[config.mk]
export PLATFORM = sky130hd
export DESIGN_NAME = registerFile
export DESIGN_NICKNAME = d
export VERILOG_FILES = /design/src/legv8Pkg.sv /design/src/registerFile.sv
export SDC_FILE = /design/constraint.sdc
export NUM_CORES = 2
export LEC_CHECK = 0
export BUFFER_PORTS_ARGS = -buffer_cell sky130_fd_sc_hd__buf_2
export CAP_MARGIN = 20
export CORE_MARGIN = 2
export CORE_UTILIZATION = 60
export CTS_CLUSTER_DIAMETER = 150
export CTS_CLUSTER_SIZE = 30
export DETAILED_ROUTE_END_ITERATION = 6
export GPL_TIMING_DRIVEN = 0
export PLACE_DENSITY = 0.77
export SLEW_MARGIN = 40
export SYNTH_ARGS = -nofsm -noshare
export SYNTH_HDL_FRONTEND = slang
export SYNTH_SLANG_ARGS = --single-unit
[constraint.sdc]
create_clock -name clock -period 2.05 [get_ports clock]
set_input_delay 0.205 -clock clock [delete_from_list [all_inputs] [get_ports clock]]
set_output_delay 0.205 -clock clock [all_outputs]
set_load 0.02 [all_outputs]
[src/legv8Pkg.sv]
`default_nettype none

package legv8Pkg;

	// Register 31 reads as zero
	localparam logic [4:0] zeroReg = 5'd31;

	// Control word field positions
	localparam int daLo     = 0;
	localparam int saLo     = 5;
	localparam int sbLo     = 10;
	localparam int regWrBit = 15;
	localparam int bselBit  = 16;
	localparam int fsLo     = 17;
	localparam int c0Bit    = 22;
	localparam int memEnBit = 23;
	localparam int memWrBit = 24;
	localparam int sizeLo   = 25;
	// Bits 31:27 unused

	// ALU function select, FS field
	typedef enum logic [4:0] {
		opAnd   = 5'd0,
		opOr    = 5'd1,
		opXor   = 5'd2,
		opAdd   = 5'd3,
		opSub   = 5'd4,
		opLsl   = 5'd5,
		opLsr   = 5'd6,
		opPassB = 5'd7
	} aluOpE;

	// Transfer size, bytes = 1 << size
	typedef enum logic [1:0] {
		size8  = 2'd0,
		size16 = 2'd1,
		size32 = 2'd2,
		size64 = 2'd3
	} memSizeE;

	// Status bits, V at the top
	typedef struct packed {
		logic v;
		logic c;
		logic n;
		logic z;
	} statusT;

endpackage

`default_nettype wire

[src/registerFile.sv]
`default_nettype none

module registerFile (
	input  wire logic        clock,
	input  wire logic        arstN,
	input  wire logic [4:0]  readAddrA,
	input  wire logic [4:0]  readAddrB,
	input  wire logic        writeEn,
	input  wire logic [4:0]  writeAddr,
	input  wire logic [63:0] writeData,
	output logic      [63:0] readDataA,
	output logic      [63:0] readDataB
);

	logic [63:0] regs [32];

	// Entry 31 is never written, so it stays at its reset value
	always_ff @(posedge clock or negedge arstN) begin
		if (!arstN) begin
			for (int i = 0; i < 32; i++) begin
				regs[i] <= '0;
			end
		end else if (writeEn && (writeAddr != legv8Pkg::zeroReg)) begin
			regs[writeAddr] <= writeData;
		end
	end

	// Combinational reads
	// Old value on a same-cycle write
	assign readDataA = (readAddrA == legv8Pkg::zeroReg) ? '0 : regs[readAddrA];
	assign readDataB = (readAddrB == legv8Pkg::zeroReg) ? '0 : regs[readAddrB];

endmodule

`default_nettype wire

======== Word-level counts from Yosys, hierarchy flattened ========
Cells that the tools add are included.
Widths: inputs -> output; s select.
word-level totals
  flip-flop bits (word level) ............. 2048
operators by class
  magnitude comparators ................... 4
  equal/unequal tests ..................... 3
  muxes and demuxes ....................... 11
  bitwise logic cells ..................... 3
  reductions and logical operators ........ 2
operators with widths
  operator            count
  $bwmux 2048         1
  $bmux 64 s5         2
  $mux 64             7
  $demux 64 s5        1
  $ge 6x6->1 const B  3
  $not 5->6           3
  $eq 5x5->1 const B  2
  $lt 6x1->1 const B  1
  $ne 5x5->1 const B  1
  $logic_and 1x1->1   2

======== Depth between registers and ports, before layout ========
  depth in word-level cells ............... 6
  depth in mapped cells ................... 9
  mapped depth without buffers ............ 4

======== Least setup slack after synthesis ========
OpenSTA, ideal clock, no wires.
  path kind ............................... input to output
  start ................................... input readAddrA[0]
  end ..................................... output readDataA[15]
  arrival ................................. 1.861 ns
  required time ........................... 1.845 ns
  slack ................................... -0.016 ns
  stages on the path ...................... 9
  path through ............................ buf_4 > buf_6 > buf_8 > inv_1 > buf_2 > buf_2 > a2bb2oi_1 > a211oi_1 > a211oi_1
between the ends
  word-level cells in the longest chain between the ends .. 5
ends and longest elaborated chain
  element                                     line                text
  start, declared                             registerFile.sv:6   input wire logic [4:0] readAddrA,
  $not 5->6 (not written as such)             registerFile.sv:30  assign readDataA = (readAddrA == legv8Pkg::zeroReg) ? '0 : regs[readAddrA];
  $bmux 64 s5                                 registerFile.sv:30
  $mux 64 (not written as such) (2 in a row)  registerFile.sv:30
  $mux 64 (*)                                 registerFile.sv:30
  end, declared                               registerFile.sv:11  output logic [63:0] readDataA,
Mark *: on every way between the ends. The rest lies on a longest branch, timed or not. The select of a mux whose other input is x is not followed.

======== Worst setup path in the final report ========
  start ................................... register regs[256] (netlist bit)
  end ..................................... output readDataA[0]
between the ends
  word-level cells in the longest chain between the ends .. 4
ends and longest elaborated chain
  element                                     line                text
  start, declared                             registerFile.sv:15  logic [63:0] regs [32];
  start signal, assigned by index             registerFile.sv:24  regs[writeAddr] <= writeData;
  $bmux 64 s5                                 registerFile.sv:30
  $mux 64 (not written as such) (2 in a row)  registerFile.sv:30
  $mux 64                                     registerFile.sv:30
Every way passes these cells. The select of a mux whose other input is x is not followed.

==> impl_summary.txt <==
----------------------------------------------------
[Synthesis]
  Mean cell area of the mapped netlist ... between 10 and 15 µm²
  Post-synth top flop ... dfrtp_1
  Post-synth EDFFs ... 0
  Synthesized flop and latch total ... 2048
  Post-synthesis instance area ... ~110000 µm²
  Total nets after synthesis ... just under 8000
  Proportion of synthesized flip-flops having asynchronous set or reset ... 100%
  Gate count of the mapped netlist ... roughly 7700
  Number of warnings reported in the yosys synthesis log ... 0
  Fraction of the yosys area taken by sequential cells ... between 40% and 50%
  Count of distinct cell types in the synthesized netlist ... 45

[Power and ir drop]
  Power Dens Cells ... roughly 830 nW/µm²
  Design Power ... between 100 and 150 mW
  Worst ir drop on vdd ... approximately 0.77 mV
  Static leakage ... between 50 and 60 nW

[Layout]
  Flip-flop count of the largest register, all copies and words added ... roughly 2000
  Registers with the most flip-flops ... regs x2048
  Area growth from synthesis to layout ... 12.3%
  Summed area of non-filler cells in the final layout ... 124000 µm²
  Register containing the most flip-flops in the final layout ... regs
  Post-layout net count ... 8207
  Final standard cell count with taps included and fillers excluded ... ~11000
  Ratio of cells with drive above 1 in the final layout ... between 50% and 60%

[CTS]
  Clock transition at the register clock pins on the worst setup and hold paths after CTS ... ~0.13 ns
  Clk Latency, worst-skew pair ... between 0.7 and 0.8 ns
  Number of clock buffers inserted by TritonCTS ... just under 80
  Clock tree sinks ... 2048
  Clock tree from TritonCTS ... built
  Clk buf depth ... 3
  Clk Tree Root Cell ... clkbuf_16
  Number of levels the H-tree was split into ... 3

[Routing]
  DRC violation count after routing ... 3
  Detailed-route wire length per cell ... 36.9 µm
  Routed Antenna Nets ... 0
  Vias ... between 70000 and 80000
  Detailed Route WL ... 389000 µm
  DRC violation total after the first TritonRoute iteration ... around 10000
  Detailed Routing Iterations Pass 1 ... 7
  Number of vias per cell ... ~7.3

[GRT]
  Maximum number of pins on one net before global-route repair ... between 100 and 150
  GR Overflow Total ... 0
  Global-route wire length before repair ... ~560000 µm
  Global-route usage over all layers ... 41.7%
  Number of antenna violations at the first check in global routing ... 29
  Vias in the first global route ... 79356

[Setup path]
  Type of origin of the critical path ... register
  Slowest cell on crit path ... mux4_2
  Endpoint arrival time on the critical path ... around 2.7 ns
  Slack of the worst reg-to-reg path ... between 1 and 1.5 ns
  Critical path endpoint category ... output pin
  Slowest stage delay, CP ... approximately 0.49 ns
  Category of the critical setup timing path ... reg -> out
  Worst-path fanout max ... 3
  Worst Reg2Reg Path Length in Cells ... 3
  Count of buffering cells on the critical path with inverters included ... 1
  Gate family responsible for the most delay along the worst path ... compound AO/OA/AOI/OAI gates
  Cells along the critical path ... mux4_2 -> and2_4 -> a211oi_4 -> a211oi_2 -> buf_4
  Source of the worst register-to-register timing path ... regs[544]$_DFFE_PN0P_
  Required @ worst endpoint ... 1.85 ns
  RR Endpoint ... regs[544]$_DFFE_PN0P_

[STA]
  Worst hold-check slack ... 0.0428 ns
  Maximum clock frequency ... around 340 MHz
  Final min period ... 2.90 ns
  Slew Viols, Final ... 0
  Max transition margin ... between 30% and 40%
  Setup repair after global routing missed its margin ... true
  Final setup violation count ... ~130
  Setup tns final ... -80.42 ns
  Post-route fraction of the period consumed by the critical path ... 142%
  Skew final ... 0 ns
  Minimum setup slack in the final design ... -0.854 ns
  Slew at the pin with the worst max-slew slack ... ~1 ns
  Number of failing hold endpoints at the final stage ... 0

[Floorplan]
  Die height ... 432 µm
  Starting density of the core ... about 60%
  Standard-cell row count ... approximately 160
  Die ar. ... 187000 µm²
  IO Pins ... 210
  Width of the chip ... around 430 µm
  Area inside the core boundary ... ~180000 µm²

[Place]
  Number of buffers inserted by port buffering ... 199
  DP Cell Count ... 10275
  Instance area at placement ... around 120000 µm²
  Post-DP HPWL ... about 270000 µm
  Global placer's final weighted congestion ... roughly 0.95

[Run status]
  Run status ... finished with violations
  Violations in the final reports ... design-rule violations, negative setup slack

[Flow run]
  Number of violations of the max-capacitance limit ... 0

[Worst hold path]
  Hold Crit Class ... in -> async

----------------------------------------------------
## through the flow
stage | util [%] | setup slack [ns]
6_report | 67.7 | -0.854
5_1_grt | 67.7 | -0.824
4_1_cts | 67.3 | -0.765
3_5_place_dp | 63.0 | -2.14
3_3_place_gp | 62.5 | -44.30
2_1_floorplan | - | -0.0162
## cell usage after synthesis (all sizes together), types with 2 or more instances
cell	number	area [µm²]
and2	124	776
dfrtp	2048	51200
o21ai	6	30.0
mux2i	763	7640
a211oi	313	2360
a221oi	9	78.8
o22ai	63	394
o2111a	2	22.5
a21oi	187	936
and3	4	25.0
mux2	2111	23800
buf	470	3060
nand3b	6	56.3
nor4	2	18.8
mux4	643	14500
nand2	140	526
nor2	19	221
nand3	8	45.0
nor3b	4	50.1
clkbuf	416	1570
inv	5	18.8
nor2b	5	31.3
o221ai	189	1660
a2bb2oi	122	1070
## cells by family (layout without fill, tap and decap cells)
family	after synthesis	in the layout	share of synthesized area, %
other	0	40	0
AND/OR/NAND/NOR	316	316	1.62
buffers and inverters	891	1357	4.22
multiplexers	3517	3517	41.7
AO/OA/AOI/OAI	892	892	5.95
flip-flops	2048	2048	46.5
## power breakdown
part | internal [mW] | leakage [nW] | total, mW | switching, mW
Sequential | 48.0 | 26.3 | 53.8 | 5.77
Combinational | 15.4 | 27.0 | 28.2 | 12.7
Clock | 7.09 | 1.01 | 20.3 | 13.2
## cell usage in the layout, fill, tap and decap left out, types with 117 or more instances in the layout
master and instances:
dfrtp_1 2048, mux2_1 117, buf_6 137, clkbuf_1 301, buf_2 292, a211oi_2 142
o221ai_1 171, mux4_2 643, mux2i_1 760, buf_4 260, a21oi_1 182, mux2_2 1990
a211oi_4 119
## layer usage
layer	vias up	track usage (%)	share of wire, %
met1	40817	52.7	36
met2	5024	60.1	44
met5	-	0.989	0.052
li1	30040	-	-
met3	1360	15.3	12
met4	20	28.4	8.1
## area by class of cell
class	instances	area, µm²
buffer	881	5630
clock inverter	6	73.8
clock buffer	79	1980
multi-input combinational	4725	57800
sequential	2048	51200
antenna	40	100
fill	12781	59000
inverter	5	26.3
timing repair buffer	386	3900
tap	2385	2980
## repair_timing
action / 4_1_cts / 5_1_grt
resized for setup: 1020 / 125
endpoints found under the setup margin: 447 / 438
pin swaps: 251 / 72
setup buffers: 56 / 19
endpoints found under the hold margin: 452 / 0
cloned: 7 / 3
hold buffers: 75 / 0
## how the worst max path moves through the flow
stage / to / depth (start not counted) / start / slack, ns
floorplan: readDataA[17] / 9 / readAddrA[0] / -0.02
global placement: regs[1682]$_DFFE_PN0P_ / 1 / arstN / -44.30
detailed placement: readDataB[23] / 10 / readAddrB[2] / -2.14
CTS: readDataB[56] / 5 / regs[568]$_DFFE_PN0P_ / -0.76
global route: readDataB[56] / 5 / regs[632]$_DFFE_PN0P_ / -0.82
finish: readDataA[0] / 5 / regs[256]$_DFFE_PN0P_ / -0.85
## worst reg2reg max path, stage by stage (launching register included)
cell	delay (ns)
dfrtp_1	0.42
buf_4	0.14
buf_4	0.12
mux2_2	0.25
(Power assumes the default switching activity.)
