File: src/legv8Pkg.sv
`default_nettype none

package legv8Pkg;

	// Register 31 reads as zero
	localparam logic [4:0] zeroReg = 5'd31;

	// Control word field positions
	localparam int daLo     = 0;
	localparam int saLo     = 5;
	localparam int sbLo     = 10;
	localparam int regWrBit = 15;
	localparam int bselBit  = 16;
	localparam int fsLo     = 17;
	localparam int c0Bit    = 22;
	localparam int memEnBit = 23;
	localparam int memWrBit = 24;
	localparam int sizeLo   = 25;
	// Bits 31:27 unused

	// ALU function select, FS field
	typedef enum logic [4:0] {
		opAnd   = 5'd0,
		opOr    = 5'd1,
		opXor   = 5'd2,
		opAdd   = 5'd3,
		opSub   = 5'd4,
		opLsl   = 5'd5,
		opLsr   = 5'd6,
		opPassB = 5'd7
	} aluOpE;

	// Transfer size, bytes = 1 << size
	typedef enum logic [1:0] {
		size8  = 2'd0,
		size16 = 2'd1,
		size32 = 2'd2,
		size64 = 2'd3
	} memSizeE;

	// Status bits, V at the top
	typedef struct packed {
		logic v;
		logic c;
		logic n;
		logic z;
	} statusT;

endpackage

`default_nettype wire

File: src/executeStage.sv
`default_nettype none

module executeStage (
	input  wire logic              clock,
	input  wire logic              arstN,
	input  wire logic              decValid,
	input  wire legv8Pkg::aluOpE   aluOp,
	input  wire logic              carryIn,
	input  wire logic [63:0]       opA,
	input  wire logic [63:0]       opB,
	input  wire logic [63:0]       storeData,
	input  wire logic [4:0]        destReg,
	input  wire logic              regWrite,
	input  wire logic              memEnable,
	input  wire logic              memWrite,
	input  wire legv8Pkg::memSizeE memSize,
	input  wire logic              downReady,
	output logic                   upReady,
	output logic                   exValid,
	output logic [4:0]             exDestReg,
	output logic                   exRegWrite,
	output logic [63:0]            aluResult,
	output legv8Pkg::statusT       aluStatus,
	output logic [63:0]            exStoreData,
	output logic                   exMemEnable,
	output logic                   exMemWrite,
	output legv8Pkg::memSizeE      exMemSize
);

	logic [64:0]      sum;
	logic [63:0]      addB;
	logic             addCin;
	logic [63:0]      aluOut;
	legv8Pkg::statusT flags;

	always_comb begin
		// Subtract as A + ~B + 1
		addB   = (aluOp == legv8Pkg::opSub) ? ~opB : opB;
		addCin = (aluOp == legv8Pkg::opSub) ? 1'b1 : carryIn;
		sum    = {1'b0, opA} + {1'b0, addB} + {64'd0, addCin};
		flags  = '0;
		case (aluOp)
			legv8Pkg::opAnd:   aluOut = opA & opB;
			legv8Pkg::opOr:    aluOut = opA | opB;
			legv8Pkg::opXor:   aluOut = opA ^ opB;
			legv8Pkg::opAdd,
			legv8Pkg::opSub: begin
				aluOut  = sum[63:0];
				flags.c = sum[64];
				// Same-sign operands, result sign flipped
				flags.v = (opA[63] == addB[63]) && (sum[63] != opA[63]);
			end
			// Shift amount is the low 6 bits
			legv8Pkg::opLsl:   aluOut = opA << opB[5:0];
			legv8Pkg::opLsr:   aluOut = opA >> opB[5:0];
			legv8Pkg::opPassB: aluOut = opB;
			default:           aluOut = '0;
		endcase
		flags.n = aluOut[63];
		flags.z = (aluOut == '0);
	end

	// Single entry, moves when memory stage can take it
	assign upReady = !exValid || downReady;

	always_ff @(posedge clock or negedge arstN) begin
		if (!arstN) begin
			exValid <= 1'b0;
		end else if (upReady) begin
			exValid <= decValid;
		end
	end

	always_ff @(posedge clock) begin
		if (upReady && decValid) begin
			aluResult   <= aluOut;
			aluStatus   <= flags;
			exStoreData <= storeData;
			exDestReg   <= destReg;
			exRegWrite  <= regWrite;
			exMemEnable <= memEnable;
			exMemWrite  <= memWrite;
			exMemSize   <= memSize;
		end
	end

endmodule

`default_nettype wire

File: config.mk
export PLATFORM = sky130hd
export DESIGN_NAME = executeStage
export DESIGN_NICKNAME = d
export VERILOG_FILES = /design/src/legv8Pkg.sv /design/src/executeStage.sv
export SDC_FILE = /design/constraint.sdc
export NUM_CORES = 1
export LEC_CHECK = 0
export ABC_AREA = 1
export BUFFER_PORTS_ARGS = -buffer_cell sky130_fd_sc_hd__buf_2
export CAP_MARGIN = 20
export CELL_PAD_IN_SITES_DETAIL_PLACEMENT = 1
export CELL_PAD_IN_SITES_GLOBAL_PLACEMENT = 2
export CORE_MARGIN = 10
export CORE_UTILIZATION = 28
export CTS_BUF_LIST = sky130_fd_sc_hd__clkbuf_8
export DETAILED_ROUTE_END_ITERATION = 10
export GPL_TIMING_DRIVEN = 0
export PLACE_DENSITY_LB_ADDON = 0.1
export SETUP_SLACK_MARGIN = 0.02
export SLEW_MARGIN = 20
export SYNTH_ARGS = -nofsm -noshare
export SYNTH_HDL_FRONTEND = slang
export SYNTH_SLANG_ARGS = --single-unit
export TNS_END_PERCENT = 30
File: constraint.sdc
create_clock -name clock -period 7.5 [get_ports clock]
set_input_delay 1.125 -clock clock [delete_from_list [all_inputs] [get_ports clock]]
set_output_delay 1.125 -clock clock [all_outputs]
set_load 0.1 [all_outputs]
After elaboration in Yosys (flattened, before gate mapping). Cells that the tools add are included.

Word-level logic and storage cells: 39. Bits in registers: 143.

Muxes and demuxes: 3. Reductions and logical operators: 7. Bitwise logic cells: 4. Shifts and indexed selects: 2. Add/subtract/negate cells: 2. Eq/ne operators: 9.

Operators with widths (number): case mux 64 bit (7 select lines) (1); adder 64 x 64 -> 65 bit (1); adder 65 x 1 -> 65 bit (1); bitwise AND 64 bit (1); logical NOT 64 bit (1); two-way mux 64 bit (1); NOT 64 bit (1); OR 64 bit (1); left shift 64 x 6 -> 64 bit (1); >> shifter 64 x 6 -> 64 bit (1); XOR 64 bit (1); equality test 5 x 3 -> 1 bit, second input constant (4); equality test 5 x 2 -> 1 bit, second input constant (2); equality test 5 x 1 -> 1 bit, second input constant (1); logical NOT 5 bit (1); logical AND 1 bit (2); OR reduction 2 bit (1); equality test 1 bit (1); logical NOT 1 bit (1); logical OR 1 bit (1); two-way mux 1 bit (1); inequality test 1 bit (1).

Logic depth before layout (Yosys ltp).
Depth in word-level cells: 6. Mapped depth: 26. Gate-level depth less buffers: 24.

Worst setup path after synthesis. OpenSTA, ideal clock, no wires.

Kind: in2reg. Start: input decValid. End: register aluResult[0], enable pin. Stages: 2. Path slack: -1137 ps. Setup time: 686 ps. Required time: 6814 ps. Buffers on the path: 0. Arrival: 7951 ps. Path through: inv_1 -> a21oi_1.

Cells in the longest elaborated chain, start to end: 1.

Ends and longest elaborated chain: from (decl) (RTL line executeStage.sv:6) `input wire logic decValid,`; logical AND 1 bit (RTL line executeStage.sv:75) `if (upReady && decValid) begin`; to (signal assigned) (RTL line executeStage.sv:76) `aluResult <= aluOut;`; to (decl) (RTL line executeStage.sv:22) `output logic [63:0] aluResult,`.

No other way between the ends. A chain may end at the register's enable or synchronous reset.

==> summary.md <==
| Metric | Value |
|---|---|
| Status | `completed` |
| Hold_buf cts | `0` |
| Final setup vio count | `0` |
| FF-to-FF setup slack | `5540 ps` |
| Ys async rst share | `less than 1%` |
| Full die area | `~0.094 sq mm` |
| Clock skew | `about 15 ps` |
| Largest net degree at the start of global routing | `26` |
| Number of remaining DRC errors | `0` |
| Mapped cell area | `0.02309 sq mm` |
| Critical path type | `primary input to flop` |
| Resized cells post-CTS | `0` |
| CP Capture Type | `flop` |
| WP data required | `7820 ps` |
| Synth Flop Type | `edfxtp_1` |
| Max-slew headroom | `21.22%` |
| Bufs on Longest Clock Path | `2` |
| Dpl cell area | `0.02641 sq mm` |
| Worst Hold Class | `primary input to async pin` |
| F_max | `149.6 MHz` |
| Post-Syn Nets | `around 4400` |
| Hold Fails Final Rpt | `0` |
| Slew @ Worst Pin | `between 1000 and 1500 ps` |
| Final instance area | `approximately 0.027 sq mm` |
| Grt ovf | `0` |
| Cell count after synthesis | `between 4000 and 5000` |
| Synth unique cells | `46` |
| VDD IR-drop max | `97.87 uV` |
| Layout area overhead | `16.32%` |
| Clock-pin transition on the worst setup and hold timing paths | `approximately 100 ps` |
| Syn_area_per_cell | `~5.7 sq um` |
| Placer Congestion | `1.094` |
| First-pass GRT wire length | `252100 um` |
| LEAKAGE | `about 0.014 uW` |
| YS warnings | `0` |
| Antenna viol nets, final | `0` |
| Finished Layout Cells | `5488` |
| Critical Path AT | `7000 ps` |
| Cell Pwr Density | `143.0 mW/mm^2` |
| FF+latch count, synth | `142` |
| Post-CTS setup buffer count | `0` |
| Worst-path fanout max | `10` |
| Final net count | `4805` |
| Sequential area share after synthesis | `18.44%` |
| Vias in the first global route | `30779` |
| Via/cell ratio | `5.750` |
| H-tree depth | `4` |
| Final min period | `6684 ps` |
| RSZ-0062 raised after global routing | `false` |
| Clk sinks | `142` |
| Post-synth EDFFs | `141` |
| Global router's overall resource usage | `38.32%` |
| Filler cells | `11111` |
| Worst R2R Path Depth | `4` |
| Ports | `between 300 and 400` |
| CTS Buf Count | `17` |
| Routed via count | `31554` |
| CTS tree | `yes` |
| WL/cell | `34.36 um` |
| I/O Buffers | `355` |
| Fraction of layout cells with a size suffix above 1 | `a little under an eighth` |
| Width of the die | `between 300 and 400 um` |
| Hold slack | `432.2 ps` |
| Slew Viols, Final | `0` |
| Starting density of the core | `28.17%` |
| FF-to-FF End | `aluResult[18]` |
| DRT iter0 DRCs | `3704` |
| R2R Path Start | `exValid` |
| DPL Wire Length | `161000 um` |
| Post-Route WL | `188600 um` |
| Startpoint Class | `primary input` |
| Root buf cell | `clkbuf_8` |
| Initial antenna violation count | `15` |
| Tcrit/Tclk final | `89.13%` |
| # rows | `105` |
| MaxCap Viol Count | `0` |
| Core box area | `0.08198 sq mm` |
| Pre-antenna DRT Iters | `5` |
| Die Y-Extent | `307.2 um` |
| Placed insts | `5449` |
| Clk_lat worst skew | `about 450 ps` |
## kinds of logic (layout without fill, tap and decap cells)
logic type | Yosys count | in the layout | share of synthesized area, %
other | 0 | 6 | 0
XOR/XNOR | 70 | 70 | 2.655
flip-flops | 142 | 142 | 18.44
buffers and inverters | 705 | 1100 | 12.09
AO/OA/AOI/OAI | 241 | 241 | 6.112
AND/OR/NAND/NOR | 2665 | 2665 | 50.12
adder cells (fa/ha/maj) | 194 | 194 | 10.58
## critical path, cell delays in order
cell	delay, ps
buf_2	100
nor2_2	60
nand3_1	120
clkbuf_1	780
buf_1	700
nand2_1	270
fa_1	570
fa_1	470
nand3_1	150
nand3_1	170
nand2_1	100
nand2_1	160
or2_2	320
nand3_1	70
nand2_1	320
nor2_1	450
nand2_1	100
nor2_1	200
nand2_1	90
nor2_1	120
nand2_1	90
nor2_1	230
nand3_1	100
nor2_1	110
## routing by layer
layer	vias up	wire length (um)	global-route usage, %
met3	430	17990	9.291
li1	13852	-	-
met1	15486	75000	47.27
met4	14	13270	23.02
met5	-	91	0
met2	1772	82220	59.85
## state kept, by name (all words and copies together), names as in the netlist
| name | cells |
|---|---|
| exDestReg | 5 |
| exRegWrite | 1 |
| exMemSize | 2 |
| exMemEnable | 1 |
| exMemWrite | 1 |
| aluResult | 64 |
| aluStatus | 3 |
| exStoreData | 64 |
| exValid | 1 |
## synthesized netlist by cell type, drive strengths merged, types with 4 or more instances
library cell / n / area [sq um]
nand3b: 24 / 180.2
edfxtp: 141 / 4234
xnor2: 6 / 52.55
o21bai: 5 / 37.54
o21ai: 83 / 419.2
nand2: 1298 / 4992
xor2: 64 / 560.5
buf: 124 / 611.8
o211ai: 7 / 52.55
a21oi: 85 / 425.4
nand4: 41 / 256.5
o22ai: 12 / 75.07
nor2: 343 / 1300
a211oi: 14 / 105.1
o2111ai: 15 / 131.4
nor3: 22 / 110.1
ha: 192 / 2402
o221ai: 4 / 35.03
a221oi: 7 / 61.31
o21a: 4 / 30.03
inv: 526 / 1974
clkbuf: 54 / 202.7
nand3: 924 / 4654
or2: 8 / 50.05
## cell type report
cell class	count	area, sq um	share of cell area [%]
buffer	178	815.8	3.037
inverter	527	1978	7.364
clock buffer	17	234.0	0.8710
sequential	142	4259	15.86
timing repair buffer	363	1981	7.373
tap	1070	1339	4.984
multi-input combinational	3170	16050	59.76
clock inverter	15	187.7	0.6987
antenna	6	15.01	0.05589
## worst max-delay path by stage
stage	start	end	slack, ps	cells past startpoint
CTS	aluOp[1]	aluStatus[0]	1000	24
global placement	downReady	aluResult[1]	-20	3
global route	aluOp[3]	aluStatus[0]	740	24
finish	aluOp[3]	aluStatus[0]	820	24
floorplan	downReady	aluResult[0]	1770	2
detailed placement	aluOp[1]	aluStatus[0]	510	24
## report_power, final
group | switching (uW) | leakage [uW] | internal, uW | total, uW
logic | 1790 | 0.0128 | 482 | 2270
registers | 11.8 | 0.00138 | 931 | 943
clock network | 370 | 0.000207 | 258 | 629
total | 2170 | 0.0144 | 1670 | 3840
## cells in the final DEF, fill, tap and decap left out, types with 64 or more instances in the layout
master	instances
nor2_1	340
ha_1	192
xor2_1	64
nand2_1	1262
inv_1	520
edfxtp_1	141
o21ai_0	69
a21oi_1	84
nand3_1	918
buf_2	409
## through the flow
step | utilization [%] | power [uW] | worst slack [ps] | TNS (ps)
floorplan | - | 2249 | 1767 | 0
global placement | 31.97 | 3123 | -24.15 | -1369
detailed placement | 32.22 | 3144 | 507.8 | 0
CTS | 32.74 | 3776 | 1003 | 0
global route | 32.75 | 3977 | 743.0 | 0
finish | 32.77 | 3840 | 815.6 | 0
(Power assumes the default switching activity.)
