### src/legv8Pkg.sv
`default_nettype none

package legv8Pkg;

	// Register 31 reads as zero
	localparam logic [4:0] zeroReg = 5'd31;

	// Control word field positions
	localparam int daLo     = 0;
	localparam int saLo     = 5;
	localparam int sbLo     = 10;
	localparam int regWrBit = 15;
	localparam int bselBit  = 16;
	localparam int fsLo     = 17;
	localparam int c0Bit    = 22;
	localparam int memEnBit = 23;
	localparam int memWrBit = 24;
	localparam int sizeLo   = 25;
	// Bits 31:27 unused

	// ALU function select, FS field
	typedef enum logic [4:0] {
		opAnd   = 5'd0,
		opOr    = 5'd1,
		opXor   = 5'd2,
		opAdd   = 5'd3,
		opSub   = 5'd4,
		opLsl   = 5'd5,
		opLsr   = 5'd6,
		opPassB = 5'd7
	} aluOpE;

	// Transfer size, bytes = 1 << size
	typedef enum logic [1:0] {
		size8  = 2'd0,
		size16 = 2'd1,
		size32 = 2'd2,
		size64 = 2'd3
	} memSizeE;

	// Status bits, V at the top
	typedef struct packed {
		logic v;
		logic c;
		logic n;
		logic z;
	} statusT;

endpackage

`default_nettype wire

### src/decodeStage.sv
`default_nettype none

module decodeStage (
	input  wire logic              clock,
	input  wire logic              arstN,
	input  wire logic              cwValid,
	input  wire logic [31:0]       controlWord,
	input  wire logic [63:0]       constant,
	input  wire logic [63:0]       readDataA,
	input  wire logic [63:0]       readDataB,
	input  wire logic              exBusy,
	input  wire logic [4:0]        exDestReg,
	input  wire logic              exRegWrite,
	input  wire logic [4:0]        memDestReg,
	input  wire logic              memRegWrite,
	input  wire logic              memValid,
	input  wire logic              downReady,
	output logic                   cwReady,
	output logic [4:0]             readAddrA,
	output logic [4:0]             readAddrB,
	output logic                   decValid,
	output legv8Pkg::aluOpE        aluOp,
	output logic                   carryIn,
	output logic [63:0]            opA,
	output logic [63:0]            opB,
	output logic [63:0]            storeData,
	output logic [4:0]             destReg,
	output logic                   regWrite,
	output logic                   memEnable,
	output logic                   memWrite,
	output legv8Pkg::memSizeE      memSize
);

	logic bsel;
	logic storeOp;
	logic useB;
	logic hazardA;
	logic hazardB;
	logic accept;

	// Pending write of src in one stage
	function automatic logic regMatch(input logic [4:0] src, input logic busy,
		input logic wr, input logic [4:0] dst);
		return busy && wr && (src == dst) && (src != legv8Pkg::zeroReg);
	endfunction

	// Field split
	assign readAddrA = controlWord[legv8Pkg::saLo +: 5];
	assign readAddrB = controlWord[legv8Pkg::sbLo +: 5];
	assign bsel      = controlWord[legv8Pkg::bselBit];
	assign storeOp   = controlWord[legv8Pkg::memEnBit] && controlWord[legv8Pkg::memWrBit];

	// SB is read for register B or as store data
	assign useB = !bsel || controlWord[legv8Pkg::memWrBit];

	// RAW check against all three pipeline entries
	assign hazardA = regMatch(readAddrA, decValid, regWrite, destReg)
		|| regMatch(readAddrA, exBusy, exRegWrite, exDestReg)
		|| regMatch(readAddrA, memValid, memRegWrite, memDestReg);
	assign hazardB = useB && (regMatch(readAddrB, decValid, regWrite, destReg)
		|| regMatch(readAddrB, exBusy, exRegWrite, exDestReg)
		|| regMatch(readAddrB, memValid, memRegWrite, memDestReg));

	assign cwReady = !(hazardA || hazardB) && (!decValid || downReady);
	assign accept  = cwValid && cwReady;

	always_ff @(posedge clock or negedge arstN) begin
		if (!arstN) begin
			decValid <= 1'b0;
		end else if (!decValid || downReady) begin
			decValid <= accept;
		end
	end

	// Payload, loaded on acceptance only
	always_ff @(posedge clock) begin
		if (accept) begin
			aluOp     <= legv8Pkg::aluOpE'(controlWord[legv8Pkg::fsLo +: 5]);
			carryIn   <= controlWord[legv8Pkg::c0Bit];
			opA       <= readDataA;
			// Bsel picks the constant
			opB       <= bsel ? constant : readDataB;
			storeData <= readDataB;
			destReg   <= controlWord[legv8Pkg::daLo +: 5];
			regWrite  <= controlWord[legv8Pkg::regWrBit];
			memEnable <= controlWord[legv8Pkg::memEnBit];
			memWrite  <= storeOp;
			memSize   <= legv8Pkg::memSizeE'(controlWord[legv8Pkg::sizeLo +: 2]);
		end
	end

endmodule

`default_nettype wire

### config.mk
export PLATFORM = sky130hd
export DESIGN_NAME = decodeStage
export DESIGN_NICKNAME = d
export VERILOG_FILES = /design/src/legv8Pkg.sv /design/src/decodeStage.sv
export SDC_FILE = /design/constraint.sdc
export NUM_CORES = 1
export LEC_CHECK = 0
export BUFFER_PORTS_ARGS = -buffer_cell sky130_fd_sc_hd__clkbuf_2
export CORE_AREA = 4 4 178 180
export DETAILED_ROUTE_END_ITERATION = 16
export DIE_AREA = 0 0 182 184
export PLACE_DENSITY = 0.55
export SYNTH_ARGS = -nofsm -noshare
export SYNTH_HDL_FRONTEND = slang
export SYNTH_SLANG_ARGS = --single-unit
### constraint.sdc
create_clock -name clock -period 11.27 [get_ports clock]
set_input_delay 0.5635 -clock clock [delete_from_list [all_inputs] [get_ports clock]]
set_output_delay 0.5635 -clock clock [all_outputs]
set_load 0.03 [all_outputs]
# After elaboration in Yosys (flattened, before gate mapping)
# Index checks and enable logic that the tools add are counted.
[op_classes] n_reduce_logical=29 muxes=1 eq_ne=8
[op_table] op="two-way mux 64 bit" n=1
[op_table] op="== test 5 bit" n=6
[op_table] op="logical AND 1 bit" n=19
[op_table] op="!= test 5 bit, second input constant" n=2
[op_table] op="logical OR 1 bit" n=7
[op_table] op="logical NOT 1 bit" n=3
[word_totals] out_inout_bits=220 ff_bits=209 in_bits=242

# Depth between registers and ports, before layout
[logic_depth] depth_word=10 ltp_mapped=5 mapped_depth_nobuf=5

# Worst setup path after synthesis
# OpenSTA, ideal clock, no wires.
[synth_timing] kind="input -> register" start="in controlWord[7]" end="reg aluOp[0], enable pin" setup_time_ns=0.780 arrival_time_ns=9.761 slack_ns=0.729 path_stages=5 t_required_ns=10.490 cell_sequence="and3_2 nand3_1 a41oi_2 nand4_1 nor2_1"
[synth_between] elab_chain_len=9 word_cells_on_any_way=16 cone_classes="4 x eq/ne; 12 x reduce/logical"
[synth_lines] item="start: declaration" line="decodeStage.sv:7" text="input wire logic [31:0] controlWord,"
[synth_lines] item="== test 5 bit" line="decodeStage.sv:44" text="return busy && wr && (src == dst) && (src != legv8Pkg::zeroReg);"
[synth_lines] item="logical AND 1 bit (2 in a row)" line="decodeStage.sv:44"
[synth_lines] item="logical OR 1 bit" line="decodeStage.sv:58" text="|| regMatch(readAddrA, exBusy, exRegWrite, exDestReg)"
[synth_lines] item="logical OR 1 bit *" line="decodeStage.sv:59" text="|| regMatch(readAddrA, memValid, memRegWrite, memDestReg);"
[synth_lines] item="logical OR 1 bit *" line="decodeStage.sv:64" text="assign cwReady = !(hazardA || hazardB) && (!decValid || downReady);"
[synth_lines] item="logical NOT 1 bit *" line="decodeStage.sv:64"
[synth_lines] item="logical AND 1 bit *" line="decodeStage.sv:64"
[synth_lines] item="logical AND 1 bit *" line="decodeStage.sv:65" text="assign accept = cwValid && cwReady;"
[synth_lines] item="via accept" line="decodeStage.sv:39" text="logic accept;"
[synth_lines] item="end signal: assignment" line="decodeStage.sv:78" text="aluOp <= legv8Pkg::aluOpE'(controlWord[legv8Pkg::fsLo +: 5]);"
[synth_lines] item="end: declaration" line="decodeStage.sv:22" text="output legv8Pkg::aluOpE aluOp,"
# Mark *: on every way through the listed nets, which the timed path passes. The rest lies on a longest branch.
# A chain may end at the register's enable or synchronous reset.

# Worst setup path in the final report
[layout_timing] start="reg destReg[2]" end="reg storeData[19], enable pin"
[layout_between] elab_chain_len=10 word_cells_on_any_way=15 cone_classes="2 x eq/ne; 13 x reduce/logical"
[layout_lines] item="start: declaration" line="decodeStage.sv:27" text="output logic [4:0] destReg,"
[layout_lines] item="start signal: assignment" line="decodeStage.sv:84" text="destReg <= controlWord[legv8Pkg::daLo +: 5];"
[layout_lines] item="== test 5 bit" line="decodeStage.sv:44"
[layout_lines] item="logical AND 1 bit (2 in a row)" line="decodeStage.sv:44"
[layout_lines] item="logical OR 1 bit" line="decodeStage.sv:61" text="|| regMatch(readAddrB, exBusy, exRegWrite, exDestReg)"
[layout_lines] item="logical OR 1 bit" line="decodeStage.sv:62" text="|| regMatch(readAddrB, memValid, memRegWrite, memDestReg));"
[layout_lines] item="logical AND 1 bit" line="decodeStage.sv:60" text="assign hazardB = useB && (regMatch(readAddrB, decValid, regWrite, destReg)"
[layout_lines] item="logical OR 1 bit *" line="decodeStage.sv:64"
[layout_lines] item="logical NOT 1 bit *" line="decodeStage.sv:64"
[layout_lines] item="logical AND 1 bit *" line="decodeStage.sv:64"
[layout_lines] item="logical AND 1 bit *" line="decodeStage.sv:65"
[layout_lines] item="via accept" line="decodeStage.sv:39"
[layout_lines] item="end signal: assignment" line="decodeStage.sv:83" text="storeData <= readDataB;"
[layout_lines] item="end: declaration" line="decodeStage.sv:26" text="output logic [63:0] storeData,"
# Marks and branches as above.

==> impl_metrics.yaml <==
clock_tree:
  clkSlewWorstSetupHoldPaths_ns: 0.06
  clockBufferDepth: 3
  cts_made_buffers: 24
  cts_tree: "done"
  clock-sinks: 209
  postCtsSetupBuffers: 0
  insertion_delay_ns: 0.51
  clock-root-buffer: "clkbuf_16"
  cts_hold_repair.buffers: 1
  ctsResizeCount: 0
  htreeDepth: 1
worst_setup_path:
  r2r_cells: 7
  r2r_slack_ns: 7.94
  endpoint: "storeData[19]"
  setup.worst_path.start: "destReg[2]"
  crit_type: "register to register"
  cp_data_arrival_time_ns: 3.47
  crit_required_ns: 11.41
  reg2reg_to: "storeData[19]"
  r2r-start: "destReg[2]"
  cp-end-kind: "register"
  critPathLaunchType: "register"
  crit_path_max_fanout: 63
floorplanning:
  rows: 64
  coreArea_um2: 30200
  die_h_um: 184
  io-pin-count: 462
  die-area_um2: 33500
  start_util: 0.250
  die_w_um: 182
cells_and_area:
  diodes: 0
  fin_area_um2: 11000
  multiInputGateArea_um2: 1170
  layout-drive-gt1-share: 0.669
  area_growth_syn_to_layout_pct: 46.0
  n_fill_cell: 2954
  regArea_um2: 6270
  nNetsFinal: 1063
flow_run:
  max-cap-violations: 0
route:
  via_count: 5005
  via_per_inst: 4.06
  ant_nets: 0
  drtIter0Drc: 157
  routed.top_layer: "met5"
  wl_met3_um: 2470
  drt-met1-wl_um: 8000
  post_drt_wl_per_cell_um: 18.2
  drtPass1Iterations: 4
  drc: 0
  wl_met2_um: 11400
  drt-total-wl_um: 22500
global_route:
  gr-total-overflow: 0
  grt_first_pass_wirelength_um: 32000
  antenna_found_initial: 4
  grt_usage: 0.124
  grt_max_degree: 83
  grt_pass1_vias: 5267
placed_design:
  io_buffers: 456
  place_area_um2: 10300
  pre_cts_ws_ns: 7.47
  hpwl_um: 17300
  place.gp.congestion: 0.834
logic_synthesis:
  synth_top_area_cell: "edfxtp_1"
  ys_ff_latch: 209
  syn_area_per_cell_um2: 21.5
  synth_nets: 593
  synthCells: 351
  ys_types: 22
  yosys-top-cells-area: "edfxtp_1 (83%), mux2_2 (9.6%), xor2_1 (3.0%)"
  synth_seq_area_share: 0.831
  yosysWarnings: 0
  syn_area_um2: 7550
  synth_top_area_frac: 0.828
sta:
  final.period_utilization: 0.295
  min_period_ns: 3.33
  maxSlewViolCount: 0
  fin_hold_ws_ns: 0.222
  worst_pin_slew_ns: 1.05
  skew_ns: 0.0181
  worst_slack_ns: 7.94
  hold_viol_final: 0
  setup_viol: 0
  tns_ns: 0
  grt_setup_unrepaired: "no"
  relSlewSlack: 0.303
  fmax_mhz: 301
power_and_ir_drop:
  finalPower_mw: 2.00
  vdd_drop_max_mv: 0.122
  leakage_nw: 4.71
  power_density_nw_per_um2: 182
hold_path:
  hold_class: "input pin to register"
outcome:
  status: "finished, final reports clean"
[cell type report]
class	instances	area share
repair buffers	461	0.211
clock buffers	31	0.0588
multi-input cells	124	0.106
clock inverters	11	0.00965
flip-flops and latches	209	0.569
well taps	396	0.0450
inverters	1	0.000341
[kinds of logic (layout without fill, tap and decap cells)]
kind of cell              after synthesis  count (layout)  share of synthesized area
muxes                                  64              64                     0.0955
DFF                                   209             209                      0.831
xor gates and xnor gates               30              30                     0.0348
and+or+nand+nor                        25              25                     0.0174
buffers and inverters                  18             504                     0.0151
AOI/OAI and AO/OA                       5               5                    0.00614
[registers in the layout (all words and copies together) (netlist names)]
name	count
decValid	1
aluOp	5
destReg	5
regWrite	1
memSize	2
opA	64
memEnable	1
memWrite	1
storeData	64
carryIn	1
opB	64
[synth_stat cells]
cell        n
nand2_1     3
and3_2      1
a21oi_2     1
xnor2_1     4
nor2b_1     1
nor4_1      6
mux2_2     64
and3_1      1
o22ai_1     1
o21bai_1    1
nand4_1     2
and2_1      1
a41oi_2     1
inv_1       1
nand3_1     5
buf_4      10
edfxtp_1  208
xor2_1     26
nor2_1      5
buf_2       7
a22oi_1     1
dfrtp_1     1
[stage by stage]
stage | utilization | cells
2_1_floorplan | - | 351
3_3_place_gp | 0.340 | 1190
3_5_place_dp | 0.340 | 1190
4_1_cts | 0.365 | 1233
5_1_grt | 0.365 | 1233
6_report | 0.365 | 1233
[layer usage]
layer	vias to the layer above	global-route usage
li1	2313	-
met1	2374	0.140
met2	271	0.215
met3	39	0.0512
met4	8	0.0378
met5	-	0
[where the power goes]
part / switching (mW) / leakage, nW / internal, mW
Combinational: 0.208 / 2.35 / 0.0901
Sequential: 0.0174 / 2.00 / 0.933
Clock: 0.303 / 0.366 / 0.450
Total: 0.528 / 4.71 / 1.47
[worst max-delay path, cell delays in order, from the launching register on]
cell and delay [ns]:
edfxtp_1 0.43, xnor2_1 0.15, and3_1 0.18, nand3_1 0.10, nand4_1 0.17, nor2_4 0.45
buf_4 0.72, buf_4 0.63
[worst min-delay path by stage]
stage          cells after the start  slack, ns         end            from
3_5_place_dp                       1       0.34    decValid           arstN
3_3_place_gp                       1       0.34    decValid           arstN
2_1_floorplan                      0       0.27    decValid           arstN
5_1_grt                            1       0.19  destReg[4]  controlWord[4]
4_1_cts                            1       0.19     opA[60]   readDataA[60]
6_report                           1       0.22     opA[58]   readDataA[58]
[cells in the final DEF (no fill, tap or decap)]
cell / synthesis / layout
edfxtp_1: 208 / 208
nand3_1: 5 / 5
mux2_2: 64 / 64
o22ai_1: 1 / 1
nor2_4: 0 / 1
inv_6: 0 / 1
and3_1: 1 / 1
and2_1: 1 / 1
clkinv_2: 0 / 3
nand4_1: 2 / 2
xnor2_1: 4 / 4
o21bai_1: 1 / 1
clkinv_1: 0 / 4
dfrtp_1: 1 / 1
clkbuf_1: 0 / 6
bufinv_16: 0 / 2
nor4_1: 6 / 6
clkbuf_16: 0 / 25
nor2_1: 5 / 4
inv_1: 1 / 1
clkinvlp_4: 0 / 1
and3_2: 1 / 1
dlygate4sd3_1: 0 / 1
nand2_1: 3 / 3
clkbuf_2: 0 / 455
a21oi_2: 1 / 1
xor2_1: 26 / 26
buf_4: 10 / 5
a22oi_1: 1 / 1
nor2b_1: 1 / 1
a41oi_2: 1 / 1
Power figures use the tool's default switching activity.
